$ cat config.mk
export PLATFORM = sky130hd
export DESIGN_NAME = fabric_top
export DESIGN_NICKNAME = d
export VERILOG_FILES = /design/src/fabric_pkg.sv /design/src/io_arb.sv /design/src/csr_io_router.sv /design/src/fabric_top.sv
export VERILOG_INCLUDE_DIRS = /design/src /design/src/src
export SDC_FILE = /design/constraint.sdc
export NUM_CORES = 1
export LEC_CHECK = 0
export ABC_CLOCK_PERIOD_IN_PS = 6400
export BUFFER_PORTS_ARGS = -buffer_cell sky130_fd_sc_hd__clkbuf_2
export CORE_AREA = 2 2 429 431
export DETAILED_ROUTE_END_ITERATION = 8
export DIE_AREA = 0 0 431 433
export PLACE_DENSITY = 0.3
export SLEW_MARGIN = 0
export SYNTH_ARGS = -nofsm -noshare
export SYNTH_HDL_FRONTEND = slang
export SYNTH_HIERARCHICAL = 1
export SYNTH_SLANG_ARGS = --single-unit
$ cat constraint.sdc
create_clock -name clk -period 6.4 [get_ports clk]
set_input_delay 0.96 -clock clk [delete_from_list [all_inputs] [get_ports clk]]
set_output_delay 0.96 -clock clk [all_outputs]
set_load 0.05 [all_outputs]
$ cat src/fabric_settings.svh
`ifndef FABRIC_SETTINGS_SVH
`define FABRIC_SETTINGS_SVH

// Cluster count and index width
`define NUM_CLUSTERS        4
`define CLUSTER_BITS        2

// I/O request shape
`define NUM_THREADS         2
`define IO_ADDR_WIDTH       30
`define IO_DATA_WIDTH       32
`define IO_BYTEEN_WIDTH     4

// Memory tag carries the cluster index on top
`define CLUSTER_TAG_WIDTH   8
`define MEM_TAG_WIDTH       10

// CSR access from the host
`define CSR_ID_WIDTH        4
`define LOCAL_ID_WIDTH      2
`define CSR_ADDR_WIDTH      12

`endif

$ cat src/fabric_pkg.sv
`include "fabric_settings.svh"

package fabric_pkg;

    // Request as issued by one cluster
    typedef struct packed {
        logic                                               rw;
        logic [`NUM_THREADS-1:0][`IO_BYTEEN_WIDTH-1:0]      byteen;
        logic [`NUM_THREADS-1:0][`IO_ADDR_WIDTH-1:0]        addr;
        logic [`NUM_THREADS-1:0][`IO_DATA_WIDTH-1:0]        data;
        logic [`CLUSTER_TAG_WIDTH-1:0]                      tag;
    } cluster_io_req_t;

    // Same request on the shared memory side
    typedef struct packed {
        logic                                               rw;
        logic [`NUM_THREADS-1:0][`IO_BYTEEN_WIDTH-1:0]      byteen;
        logic [`NUM_THREADS-1:0][`IO_ADDR_WIDTH-1:0]        addr;
        logic [`NUM_THREADS-1:0][`IO_DATA_WIDTH-1:0]        data;
        logic [`MEM_TAG_WIDTH-1:0]                          tag;
    } mem_io_req_t;

    typedef struct packed {
        logic [`IO_DATA_WIDTH-1:0]      data;
        logic [`MEM_TAG_WIDTH-1:0]      tag;
    } mem_io_rsp_t;

    typedef struct packed {
        logic [`IO_DATA_WIDTH-1:0]      data;
        logic [`CLUSTER_TAG_WIDTH-1:0]  tag;
    } cluster_io_rsp_t;

    // Core id travels beside this struct
    typedef struct packed {
        logic [`CSR_ADDR_WIDTH-1:0]     addr;
        logic                           rw;
        logic [31:0]                    data;
    } csr_req_t;

endpackage

$ cat src/io_arb.sv
`timescale 1ns/10ps
`include "fabric_settings.svh"

module io_arb (
    input  logic                                            clk,
    input  logic                                            arst_n,

    // Cluster requests
    input  logic [`NUM_CLUSTERS-1:0][`NUM_THREADS-1:0]      cl_io_req_valid,
    input  fabric_pkg::cluster_io_req_t [`NUM_CLUSTERS-1:0] cl_io_req,
    output logic [`NUM_CLUSTERS-1:0]                        cl_io_req_ready,

    // Memory side request
    output logic [`NUM_THREADS-1:0]                         mem_io_req_valid,
    output fabric_pkg::mem_io_req_t                         mem_io_req,
    input  logic                                            mem_io_req_ready,

    // Memory side response
    input  logic                                            mem_io_rsp_valid,
    input  fabric_pkg::mem_io_rsp_t                         mem_io_rsp,
    output logic                                            mem_io_rsp_ready,

    // Cluster responses
    output logic [`NUM_CLUSTERS-1:0]                        cl_io_rsp_valid,
    output fabric_pkg::cluster_io_rsp_t                     cl_io_rsp,
    input  logic [`NUM_CLUSTERS-1:0]                        cl_io_rsp_ready
);
    import fabric_pkg::*;

    logic [`NUM_CLUSTERS-1:0]   req_any;
    logic                       grant_found;
    logic [`CLUSTER_BITS-1:0]   grant_idx;
    logic [`CLUSTER_BITS-1:0]   scan_idx;
    logic [`CLUSTER_BITS-1:0]   rr_ptr;

    logic                       slot_free;
    logic                       slot_load;
    logic [`NUM_THREADS-1:0]    slot_valid;
    mem_io_req_t                slot_req;

    cluster_io_req_t            win_req;
    mem_io_req_t                win_req_ext;
    logic [`CLUSTER_BITS-1:0]   rsp_cluster;

    // A cluster requests when any lane is valid
    for (genvar i = 0; i < `NUM_CLUSTERS; i++) begin : g_req
        assign req_any[i] = |cl_io_req_valid[i];
    end

    // Rotating priority, search starts at rr_ptr
    always_comb begin
        grant_found = 1'b0;
        grant_idx   = '0;
        scan_idx    = rr_ptr;
        for (int k = 0; k < `NUM_CLUSTERS; k++) begin
            scan_idx = `CLUSTER_BITS'((int'(rr_ptr) + k) % `NUM_CLUSTERS);
            if (!grant_found && req_any[scan_idx]) begin
                grant_found = 1'b1;
                grant_idx   = scan_idx;
            end
        end
    end

    // Slot takes a new entry when empty or emptying this cycle
    assign slot_free = !(|slot_valid) || mem_io_req_ready;
    assign slot_load = slot_free && grant_found;

    for (genvar i = 0; i < `NUM_CLUSTERS; i++) begin : g_ready
        assign cl_io_req_ready[i] = slot_free && grant_found
                                    && (grant_idx == `CLUSTER_BITS'(i));
    end

    // Prepend the cluster index to the tag
    always_comb begin
        win_req            = cl_io_req[grant_idx];
        win_req_ext.rw     = win_req.rw;
        win_req_ext.byteen = win_req.byteen;
        win_req_ext.addr   = win_req.addr;
        win_req_ext.data   = win_req.data;
        win_req_ext.tag    = {grant_idx, win_req.tag};
    end

    always_ff @(posedge clk or negedge arst_n) begin
        if (!arst_n) begin
            slot_valid <= '0;
            rr_ptr     <= '0;
        end else begin
            if (slot_load) begin
                slot_valid <= cl_io_req_valid[grant_idx];
                rr_ptr     <= (grant_idx == `CLUSTER_BITS'(`NUM_CLUSTERS - 1)) ?
                              '0 : grant_idx + 1'b1;
            end else if (mem_io_req_ready) begin
                slot_valid <= '0;
            end
        end
    end

    always_ff @(posedge clk) begin
        if (slot_load) begin
            slot_req <= win_req_ext;
        end
    end

    assign mem_io_req_valid = slot_valid;
    assign mem_io_req       = slot_req;

    // Response goes back by the index in the upper tag bits
    assign rsp_cluster = mem_io_rsp.tag[`MEM_TAG_WIDTH-1 -: `CLUSTER_BITS];

    for (genvar i = 0; i < `NUM_CLUSTERS; i++) begin : g_rsp
        assign cl_io_rsp_valid[i] = mem_io_rsp_valid
                                    && (rsp_cluster == `CLUSTER_BITS'(i));
    end

    assign cl_io_rsp = '{
        data: mem_io_rsp.data,
        tag:  mem_io_rsp.tag[`CLUSTER_TAG_WIDTH-1:0]
    };

    assign mem_io_rsp_ready = cl_io_rsp_ready[rsp_cluster];

endmodule

$ cat src/csr_io_router.sv
`timescale 1ns/10ps
`include "fabric_settings.svh"

module csr_io_router (
    input  logic                                    clk,
    input  logic                                    arst_n,

    // Host request
    input  logic                                    csr_req_valid,
    input  logic [`CSR_ID_WIDTH-1:0]                csr_req_coreid,
    input  fabric_pkg::csr_req_t                    csr_req,
    output logic                                    csr_req_ready,

    // Cluster requests
    output logic [`NUM_CLUSTERS-1:0]                cl_csr_req_valid,
    output fabric_pkg::csr_req_t                    cl_csr_req,
    output logic [`LOCAL_ID_WIDTH-1:0]              cl_csr_coreid,
    input  logic [`NUM_CLUSTERS-1:0]                cl_csr_req_ready,

    // Cluster responses
    input  logic [`NUM_CLUSTERS-1:0]                cl_csr_rsp_valid,
    input  logic [`NUM_CLUSTERS-1:0][31:0]          cl_csr_rsp_data,
    output logic [`NUM_CLUSTERS-1:0]                cl_csr_rsp_ready,

    // Host response
    output logic                                    csr_rsp_valid,
    output logic [31:0]                             csr_rsp_data,
    input  logic                                    csr_rsp_ready
);

    logic [`CLUSTER_BITS-1:0]   req_sel;
    logic [`CLUSTER_BITS-1:0]   rsp_sel;
    logic                       busy;
    logic                       req_fire;
    logic                       rsp_fire;

    // Upper core id bits pick the cluster
    assign req_sel       = csr_req_coreid[`LOCAL_ID_WIDTH +: `CLUSTER_BITS];
    assign cl_csr_coreid = csr_req_coreid[`LOCAL_ID_WIDTH-1:0];
    assign cl_csr_req    = csr_req;

    for (genvar i = 0; i < `NUM_CLUSTERS; i++) begin : g_req
        assign cl_csr_req_valid[i] = csr_req_valid && !busy
                                     && (req_sel == `CLUSTER_BITS'(i));
    end

    assign csr_req_ready = !busy && cl_csr_req_ready[req_sel];
    assign req_fire      = csr_req_valid && csr_req_ready;

    // Only the cluster that took the request may answer
    assign csr_rsp_valid = busy && cl_csr_rsp_valid[rsp_sel];
    assign csr_rsp_data  = cl_csr_rsp_data[rsp_sel];
    assign rsp_fire      = csr_rsp_valid && csr_rsp_ready;

    for (genvar i = 0; i < `NUM_CLUSTERS; i++) begin : g_rsp
        assign cl_csr_rsp_ready[i] = busy && csr_rsp_ready
                                     && (rsp_sel == `CLUSTER_BITS'(i));
    end

    // One request in flight
    always_ff @(posedge clk or negedge arst_n) begin
        if (!arst_n) begin
            busy    <= 1'b0;
            rsp_sel <= '0;
        end else begin
            if (req_fire) begin
                busy    <= 1'b1;
                rsp_sel <= req_sel;
            end else if (rsp_fire) begin
                busy    <= 1'b0;
            end
        end
    end

endmodule

$ cat src/fabric_top.sv
`timescale 1ns/10ps
`include "fabric_settings.svh"

module fabric_top (
    input  logic                                            clk,
    input  logic                                            arst_n,

    // Cluster I/O
    input  logic [`NUM_CLUSTERS-1:0][`NUM_THREADS-1:0]      cl_io_req_valid,
    input  fabric_pkg::cluster_io_req_t [`NUM_CLUSTERS-1:0] cl_io_req,
    output logic [`NUM_CLUSTERS-1:0]                        cl_io_req_ready,
    output logic [`NUM_CLUSTERS-1:0]                        cl_io_rsp_valid,
    output fabric_pkg::cluster_io_rsp_t                     cl_io_rsp,
    input  logic [`NUM_CLUSTERS-1:0]                        cl_io_rsp_ready,

    // Memory side I/O
    output logic [`NUM_THREADS-1:0]                         mem_io_req_valid,
    output fabric_pkg::mem_io_req_t                         mem_io_req,
    input  logic                                            mem_io_req_ready,
    input  logic                                            mem_io_rsp_valid,
    input  fabric_pkg::mem_io_rsp_t                         mem_io_rsp,
    output logic                                            mem_io_rsp_ready,

    // Host CSR
    input  logic                                            csr_req_valid,
    input  logic [`CSR_ID_WIDTH-1:0]                        csr_req_coreid,
    input  fabric_pkg::csr_req_t                            csr_req,
    output logic                                            csr_req_ready,
    output logic                                            csr_rsp_valid,
    output logic [31:0]                                     csr_rsp_data,
    input  logic                                            csr_rsp_ready,

    // Cluster CSR
    output logic [`NUM_CLUSTERS-1:0]                        cl_csr_req_valid,
    output fabric_pkg::csr_req_t                            cl_csr_req,
    output logic [`LOCAL_ID_WIDTH-1:0]                      cl_csr_coreid,
    input  logic [`NUM_CLUSTERS-1:0]                        cl_csr_req_ready,
    input  logic [`NUM_CLUSTERS-1:0]                        cl_csr_rsp_valid,
    input  logic [`NUM_CLUSTERS-1:0][31:0]                  cl_csr_rsp_data,
    output logic [`NUM_CLUSTERS-1:0]                        cl_csr_rsp_ready,

    // Status
    input  logic [`NUM_CLUSTERS-1:0]                        cl_busy,
    input  logic [`NUM_CLUSTERS-1:0]                        cl_ebreak,
    output logic                                            busy,
    output logic                                            ebreak
);

    io_arb u_io_arb (
        .clk              (clk),
        .arst_n           (arst_n),
        .cl_io_req_valid  (cl_io_req_valid),
        .cl_io_req        (cl_io_req),
        .cl_io_req_ready  (cl_io_req_ready),
        .mem_io_req_valid (mem_io_req_valid),
        .mem_io_req       (mem_io_req),
        .mem_io_req_ready (mem_io_req_ready),
        .mem_io_rsp_valid (mem_io_rsp_valid),
        .mem_io_rsp       (mem_io_rsp),
        .mem_io_rsp_ready (mem_io_rsp_ready),
        .cl_io_rsp_valid  (cl_io_rsp_valid),
        .cl_io_rsp        (cl_io_rsp),
        .cl_io_rsp_ready  (cl_io_rsp_ready)
    );

    csr_io_router u_csr_io_router (
        .clk              (clk),
        .arst_n           (arst_n),
        .csr_req_valid    (csr_req_valid),
        .csr_req_coreid   (csr_req_coreid),
        .csr_req          (csr_req),
        .csr_req_ready    (csr_req_ready),
        .cl_csr_req_valid (cl_csr_req_valid),
        .cl_csr_req       (cl_csr_req),
        .cl_csr_coreid    (cl_csr_coreid),
        .cl_csr_req_ready (cl_csr_req_ready),
        .cl_csr_rsp_valid (cl_csr_rsp_valid),
        .cl_csr_rsp_data  (cl_csr_rsp_data),
        .cl_csr_rsp_ready (cl_csr_rsp_ready),
        .csr_rsp_valid    (csr_rsp_valid),
        .csr_rsp_data     (csr_rsp_data),
        .csr_rsp_ready    (csr_rsp_ready)
    );

    // Busy if any cluster is, halted only when all are
    assign busy   = |cl_busy;
    assign ebreak = &cl_ebreak;

endmodule

Word level (Yosys, flattened, before mapping)
Index checks and enable logic that the tools add are counted.
Cells by class
  reduce and logical (&&, ||, !) cells: 45
  $mul: 0
  $lt $le $gt $ge: 8
  eq/ne operators: 12
  bitwise gates (word level): 0
  shifts and indexed selects: 0
  mux-type cells: 33
  div/mod/pow operators: 0
  add/sub/neg operators: 4
Operators by type and width (count)
  $bmux 141 s2: 1
  $mux 141: 1
  $bmux 32 s2: 1
  $mux 32: 1
  $logic_and 1x1->1: 26
  $lt 2x3->1 const B: 8
  $eq 2x2->1 const B: 8
  $mux 2: 8
  $bmux 1 s2: 7
  $mux 1: 13
  $reduce_or 2->1: 5
  $eq 2x1->1 const B: 4
  $logic_not 2->1: 4
  $logic_not 1->1: 5
  $add 2x1->2 const B: 2
  $add 2x2->2 const B: 2
  $bmux 2 s2: 1
  $reduce_and 4->1: 1
  $reduce_bool 2->1: 2
  $reduce_or 4->1: 1
  $logic_or 1x1->1: 1
Word-level totals
  flip-flop bits (word level): 150
  memories: 0
  latch bits: 0
  output and inout port bits: 285
  bits in read-only memories: 0
  logic and storage cells: 114
  input port bits: 817
  memory bits (writable): 0

Longest topological paths before layout
  depth after elaboration: 16
  depth in mapped cells: 8
  depth with buffers taken out: 6

Cells and area by module
Netlist, hierarchy kept.
Modules (own cells, without submodules)
  io_arb: times used 1, seq. area each 4394.2 µm², area each 9949.5 µm², cells an instance 724
  csr_io_router: times used 1, seq. area each 75.1 µm², area each 1423.9 µm², cells an instance 119
  fabric_top: times used 1, seq. area each 0.0 µm², area each 16.3 µm², cells an instance 2

Least setup slack after synthesis
OpenSTA, ideal clock, no wires.
  path type: input-to-output
  start: in cl_io_req_valid[2] (netlist bit)
  end: out cl_io_req_ready[2]
  slack: 271 ps
  required time: 5440 ps
  path buffers: 0
  stages: 6
  arrival time: 5169 ps
  path through: nor2_1 > nand4_1 > nand2_1 > inv_1 > nand2_1 > nor2_1
On the way
  longest elaborated chain between the ends: 15
  elaborated cells between the ends (all ways): 26
  those cells by class: 1 x eq/ne; 16 x mux; 9 x reduce/logical
Ends and longest elaborated chain
  start: declaration: line fabric_top.sv:9  | input logic [`NUM_CLUSTERS-1:0][`NUM_THREADS-1:0] cl_io_req_valid,
  $reduce_or 2->1 *: line io_arb.sv:47  | assign req_any[i] = |cl_io_req_valid[i];
  $bmux 1 s2: line io_arb.sv:57  | if (!grant_found && req_any[scan_idx]) begin
  $mux 1 (not written as such): line io_arb.sv:57
  $mux 1: line io_arb.sv:57
  $logic_not 1->1: line io_arb.sv:57
  $logic_and 1x1->1: line io_arb.sv:57
  $mux 1: line io_arb.sv:57
  $logic_not 1->1: line io_arb.sv:57
  $logic_and 1x1->1: line io_arb.sv:57
  $mux 1: line io_arb.sv:57
  $logic_not 1->1: line io_arb.sv:57
  $logic_and 1x1->1: line io_arb.sv:57
  $mux 1 *: line io_arb.sv:57
  $logic_and 1x1->1 *
  via u_io_arb.slot_load: line io_arb.sv:37  | logic slot_load;
  $logic_and 1x1->1 *: line io_arb.sv:69  | assign cl_io_req_ready[i] = slot_free && grant_found
  end: declaration: line fabric_top.sv:11  | output logic [`NUM_CLUSTERS-1:0] cl_io_req_ready,
The timed path passes the listed nets; every way through them passes the cells marked *. The select of a mux whose other input is x is not followed.

Worst setup path after layout
  start: in cl_io_req_valid[4] (netlist bit)
  end: out cl_io_req_ready[2]
The elaborated chain is that of the path after synthesis.

==> impl_metrics.tcl <==
set metrics [dict create \
    ys_async_sr_fraction_pct 4.67 \
    rsz0062_at_grt "no" \
    final-seq-area_um2 4470 \
    post-cts-setup-buffer-count 0 \
    drc 0 \
    cts.reportedPaths.clkPinSlew_ns 0.10 \
    hold-worst-slack_ns 0.309 \
    drt-pass1-iter-count 5 \
    ctsHtreeMaxLevel 4 \
    critPathLaunchType "input port" \
    grt_max_degree 122 \
    syn-num-nets 1662 \
    row_count 157 \
    r2r_slack_ns 2.60 \
    status "finished clean" \
    io_pins 1102 \
    hpwlAfterDp_mm 77.8 \
    fillers 21100 \
    cp_max_fo 90 \
    period_needed_ns 4.07 \
    max_stage_delay_ns 0.68 \
    viasPerCell 2.61 \
    grt_usage_pct 9.18 \
    initial_core_util_pct 6.25 \
    peakVddDrop_uv 261 \
    cts_root_buf "clkbuf_16" \
    cp.required_ns 5.44 \
    place.port_buffers 927 \
    setup_violations 0 \
    synth_cells 845 \
    drive_gt1_share_pct 61.0 \
    synth_ff_type "edfxtp_1" \
    path_cells "clkbuf_2, nor2_1, nand4_1, nand2_1, inv_8, nand2_1, nor2_1, clkbuf_2" \
    vias 10600 \
    fin_tns_setup_ns 0 \
    synth_seq_cells 150 \
    tightest_slew_ns 1.08 \
    detail-route-antenna-nets 0 \
    rr_startpoint "u_io_arb/rr_ptr[1]" \
    finalWirelength_mm 89.4 \
    cp_top_family "buffers and inverters" \
    cts_hold_buf 0 \
    synth_area_um2 11400 \
    end_kind "output pin" \
    avgSynthCellArea_um2 13.5 \
    die-area_um2 187000 \
    clock_sinks 150 \
    worstSetupPathType "in -> out" \
    grt_pass1_vias 10900 \
    final_core_util_pct 10.1 \
    overflow 0 \
    slew_violations 0 \
    hold_viol 0 \
    tritoncts.num_buffers 17 \
    grt_pass1_wl_mm 110 \
    area_growth_pct 62.2 \
    design_area_um2 18500 \
    critPathBufInv 3 \
    ys_seq_area_share_pct 39.2 \
    rr_worst_depth 6 \
    cts_tree "done" \
    cellLeakagePower_uw 0.00876 \
    crit-reg2reg-capture "u_io_arb/mem_io_req[113]" \
    clock.fmax_ghz 0.246 \
    post_drt_wl_per_cell_um 22.0 \
    synth-edff-count 143 \
    antenna_found_initial 37 \
    cp_slowest_cell "inv_8" \
    power_density_nw_per_um2 505 \
    max-slew-margin-rel_pct 27.7 \
    min_period_over_period_pct 63.6 \
    cts_buffer_depth 2 \
    dieWidth_um 431 \
    multi_input_area_um2 5560 \
    maxCapViolations 0 \
    clk_latency_ns 0.55 \
    min_path_type "in -> async" \
    post_dp_cell_area_um2 17800 \
    final_nets 2474 \
    total_power_uw 9330 \
    die_y_um 433 \
    drt_iter0_markers 589 \
    synth_cell_types 47 \
    worstPathArrival_ns 3.11 \
    core_area_um2 182000 \
    cts_resized 0 \
    ys_warn_count 6 \
    gp_congestion 0.838 \
    clock_skew_ns 0.0263 \
]
-- cells in the mapped netlist, types with 2 or more instances --
| master | instances | area (um2) |
|---|---|---|
| a21o_1 | 2 | 15.0 |
| inv_1 | 7 | 26.3 |
| buf_2 | 22 | 110 |
| nor3_1 | 7 | 35.0 |
| nand2_1 | 9 | 33.8 |
| edfxtp_1 | 143 | 4290 |
| o21ai_0 | 5 | 25.0 |
| mux4_2 | 34 | 766 |
| buf_8 | 6 | 90.1 |
| buf_12 | 18 | 360 |
| clkbuf_4 | 5 | 37.5 |
| a211oi_1 | 2 | 15.0 |
| o21a_1 | 3 | 22.5 |
| nand2b_1 | 2 | 12.5 |
| o32ai_2 | 2 | 32.5 |
| or2_1 | 2 | 12.5 |
| dfrtp_1 | 7 | 175 |
| and3_1 | 2 | 12.5 |
| nor2_1 | 18 | 67.6 |
| buf_4 | 87 | 653 |
| o21bai_1 | 4 | 30.0 |
| mux2i_1 | 424 | 4240 |
| and2_1 | 2 | 12.5 |
| buf_6 | 7 | 78.8 |
| a21oi_1 | 3 | 15.0 |
-- worst register-to-register path, cell delays in order, from the launching register on --
cell and delay [ns]:
dfrtp_1 0.47, nor3b_4 0.21, o32ai_2 0.46, or2_4 0.46, buf_12 0.46, mux2i_1 1.30
mux2i_1 0.17
-- cell usage in the layout (no fill, tap or decap), types with 2 or more instances in the layout --
cell / instances
buf_4: 9
o21bai_1: 4
nor3_1: 7
o21ai_0: 5
buf_12: 2
inv_1: 6
nand2_1: 9
o32ai_2: 2
dfrtp_1: 6
nand2b_1: 2
mux4_2: 34
edfxtp_1: 143
inv_6: 4
inv_8: 5
diode_2: 4
mux2i_1: 424
or2_1: 2
clkbuf_16: 17
o21a_1: 3
a21oi_1: 3
a21o_1: 2
clkbuf_2: 927
a211oi_1: 2
nor2_1: 18
bufinv_16: 4
and3_1: 2
-- routing by layer --
metal  part of all wire [%]  track usage (%)  wire length (um)  up-vias
li1                       -                -                 -     4794
met2                     50             15.7             45100      489
met1                     39             10.5             35000     5173
met3                    8.4             3.45              7480      130
met5                  0.031                0                28        -
met4                    2.0             3.05              1780        4
-- cell type report --
cell class                      count  share of cell area [%]
Sequential cell                   150                    24.2
Multi-Input combinational cell    542                    30.1
Clock buffer                       17                    2.30
Clock inverter                     15                    1.26
Tap cell                         2385                    16.2
Antenna cell                        4                  0.0542
Timing Repair Buffer              938                    25.7
Inverter                            8                   0.203
-- registers in the layout, summed over array words and instances, names as in the netlist --
signal	cells
u_io_arb/rr_ptr	2
u_csr_io_router/rsp_sel	2
u_io_arb/mem_io_req	143
u_io_arb/mem_io_req_valid	2
u_csr_io_router/busy	1
-- per-stage QoR --
step,instances,setup WS [ns]
floorplan,845,0.271
global placement,4023,2.05
detailed placement,4023,2.04
CTS,4055,2.15
global route,4059,2.00
finish,4059,2.33
-- worst max-delay path by stage --
stage,start,to,slack (ns),depth (start not counted)
5_1_grt,cl_io_req_valid[5],cl_io_req_ready[2],2.00,8
3_3_place_gp,cl_io_req_valid[6],u_io_arb/mem_io_req[108],2.05,7
4_1_cts,u_io_arb/rr_ptr[1],cl_io_req_ready[3],2.15,6
6_report,cl_io_req_valid[4],cl_io_req_ready[2],2.33,8
3_5_place_dp,cl_io_req_valid[6],u_io_arb/mem_io_req[106],2.04,7
2_1_floorplan,cl_io_req_valid[2],cl_io_req_ready[2],0.27,6
-- power by group --
group | leakage [uW] | switching [uW] | internal [uW]
Combinational | 0.00694 | 4340 | 1690
Sequential | 0.00150 | 270 | 1770
Clock | 0.000320 | 589 | 671
Total | 0.00876 | 5200 | 4130
-- cell families after synthesis --
kind of cell,synth area share (%)
compound gates,1.91
buf+inv,11.9
flops,39.2
mux,44.5
simple gates,2.41
Power figures use the tool's default switching activity.
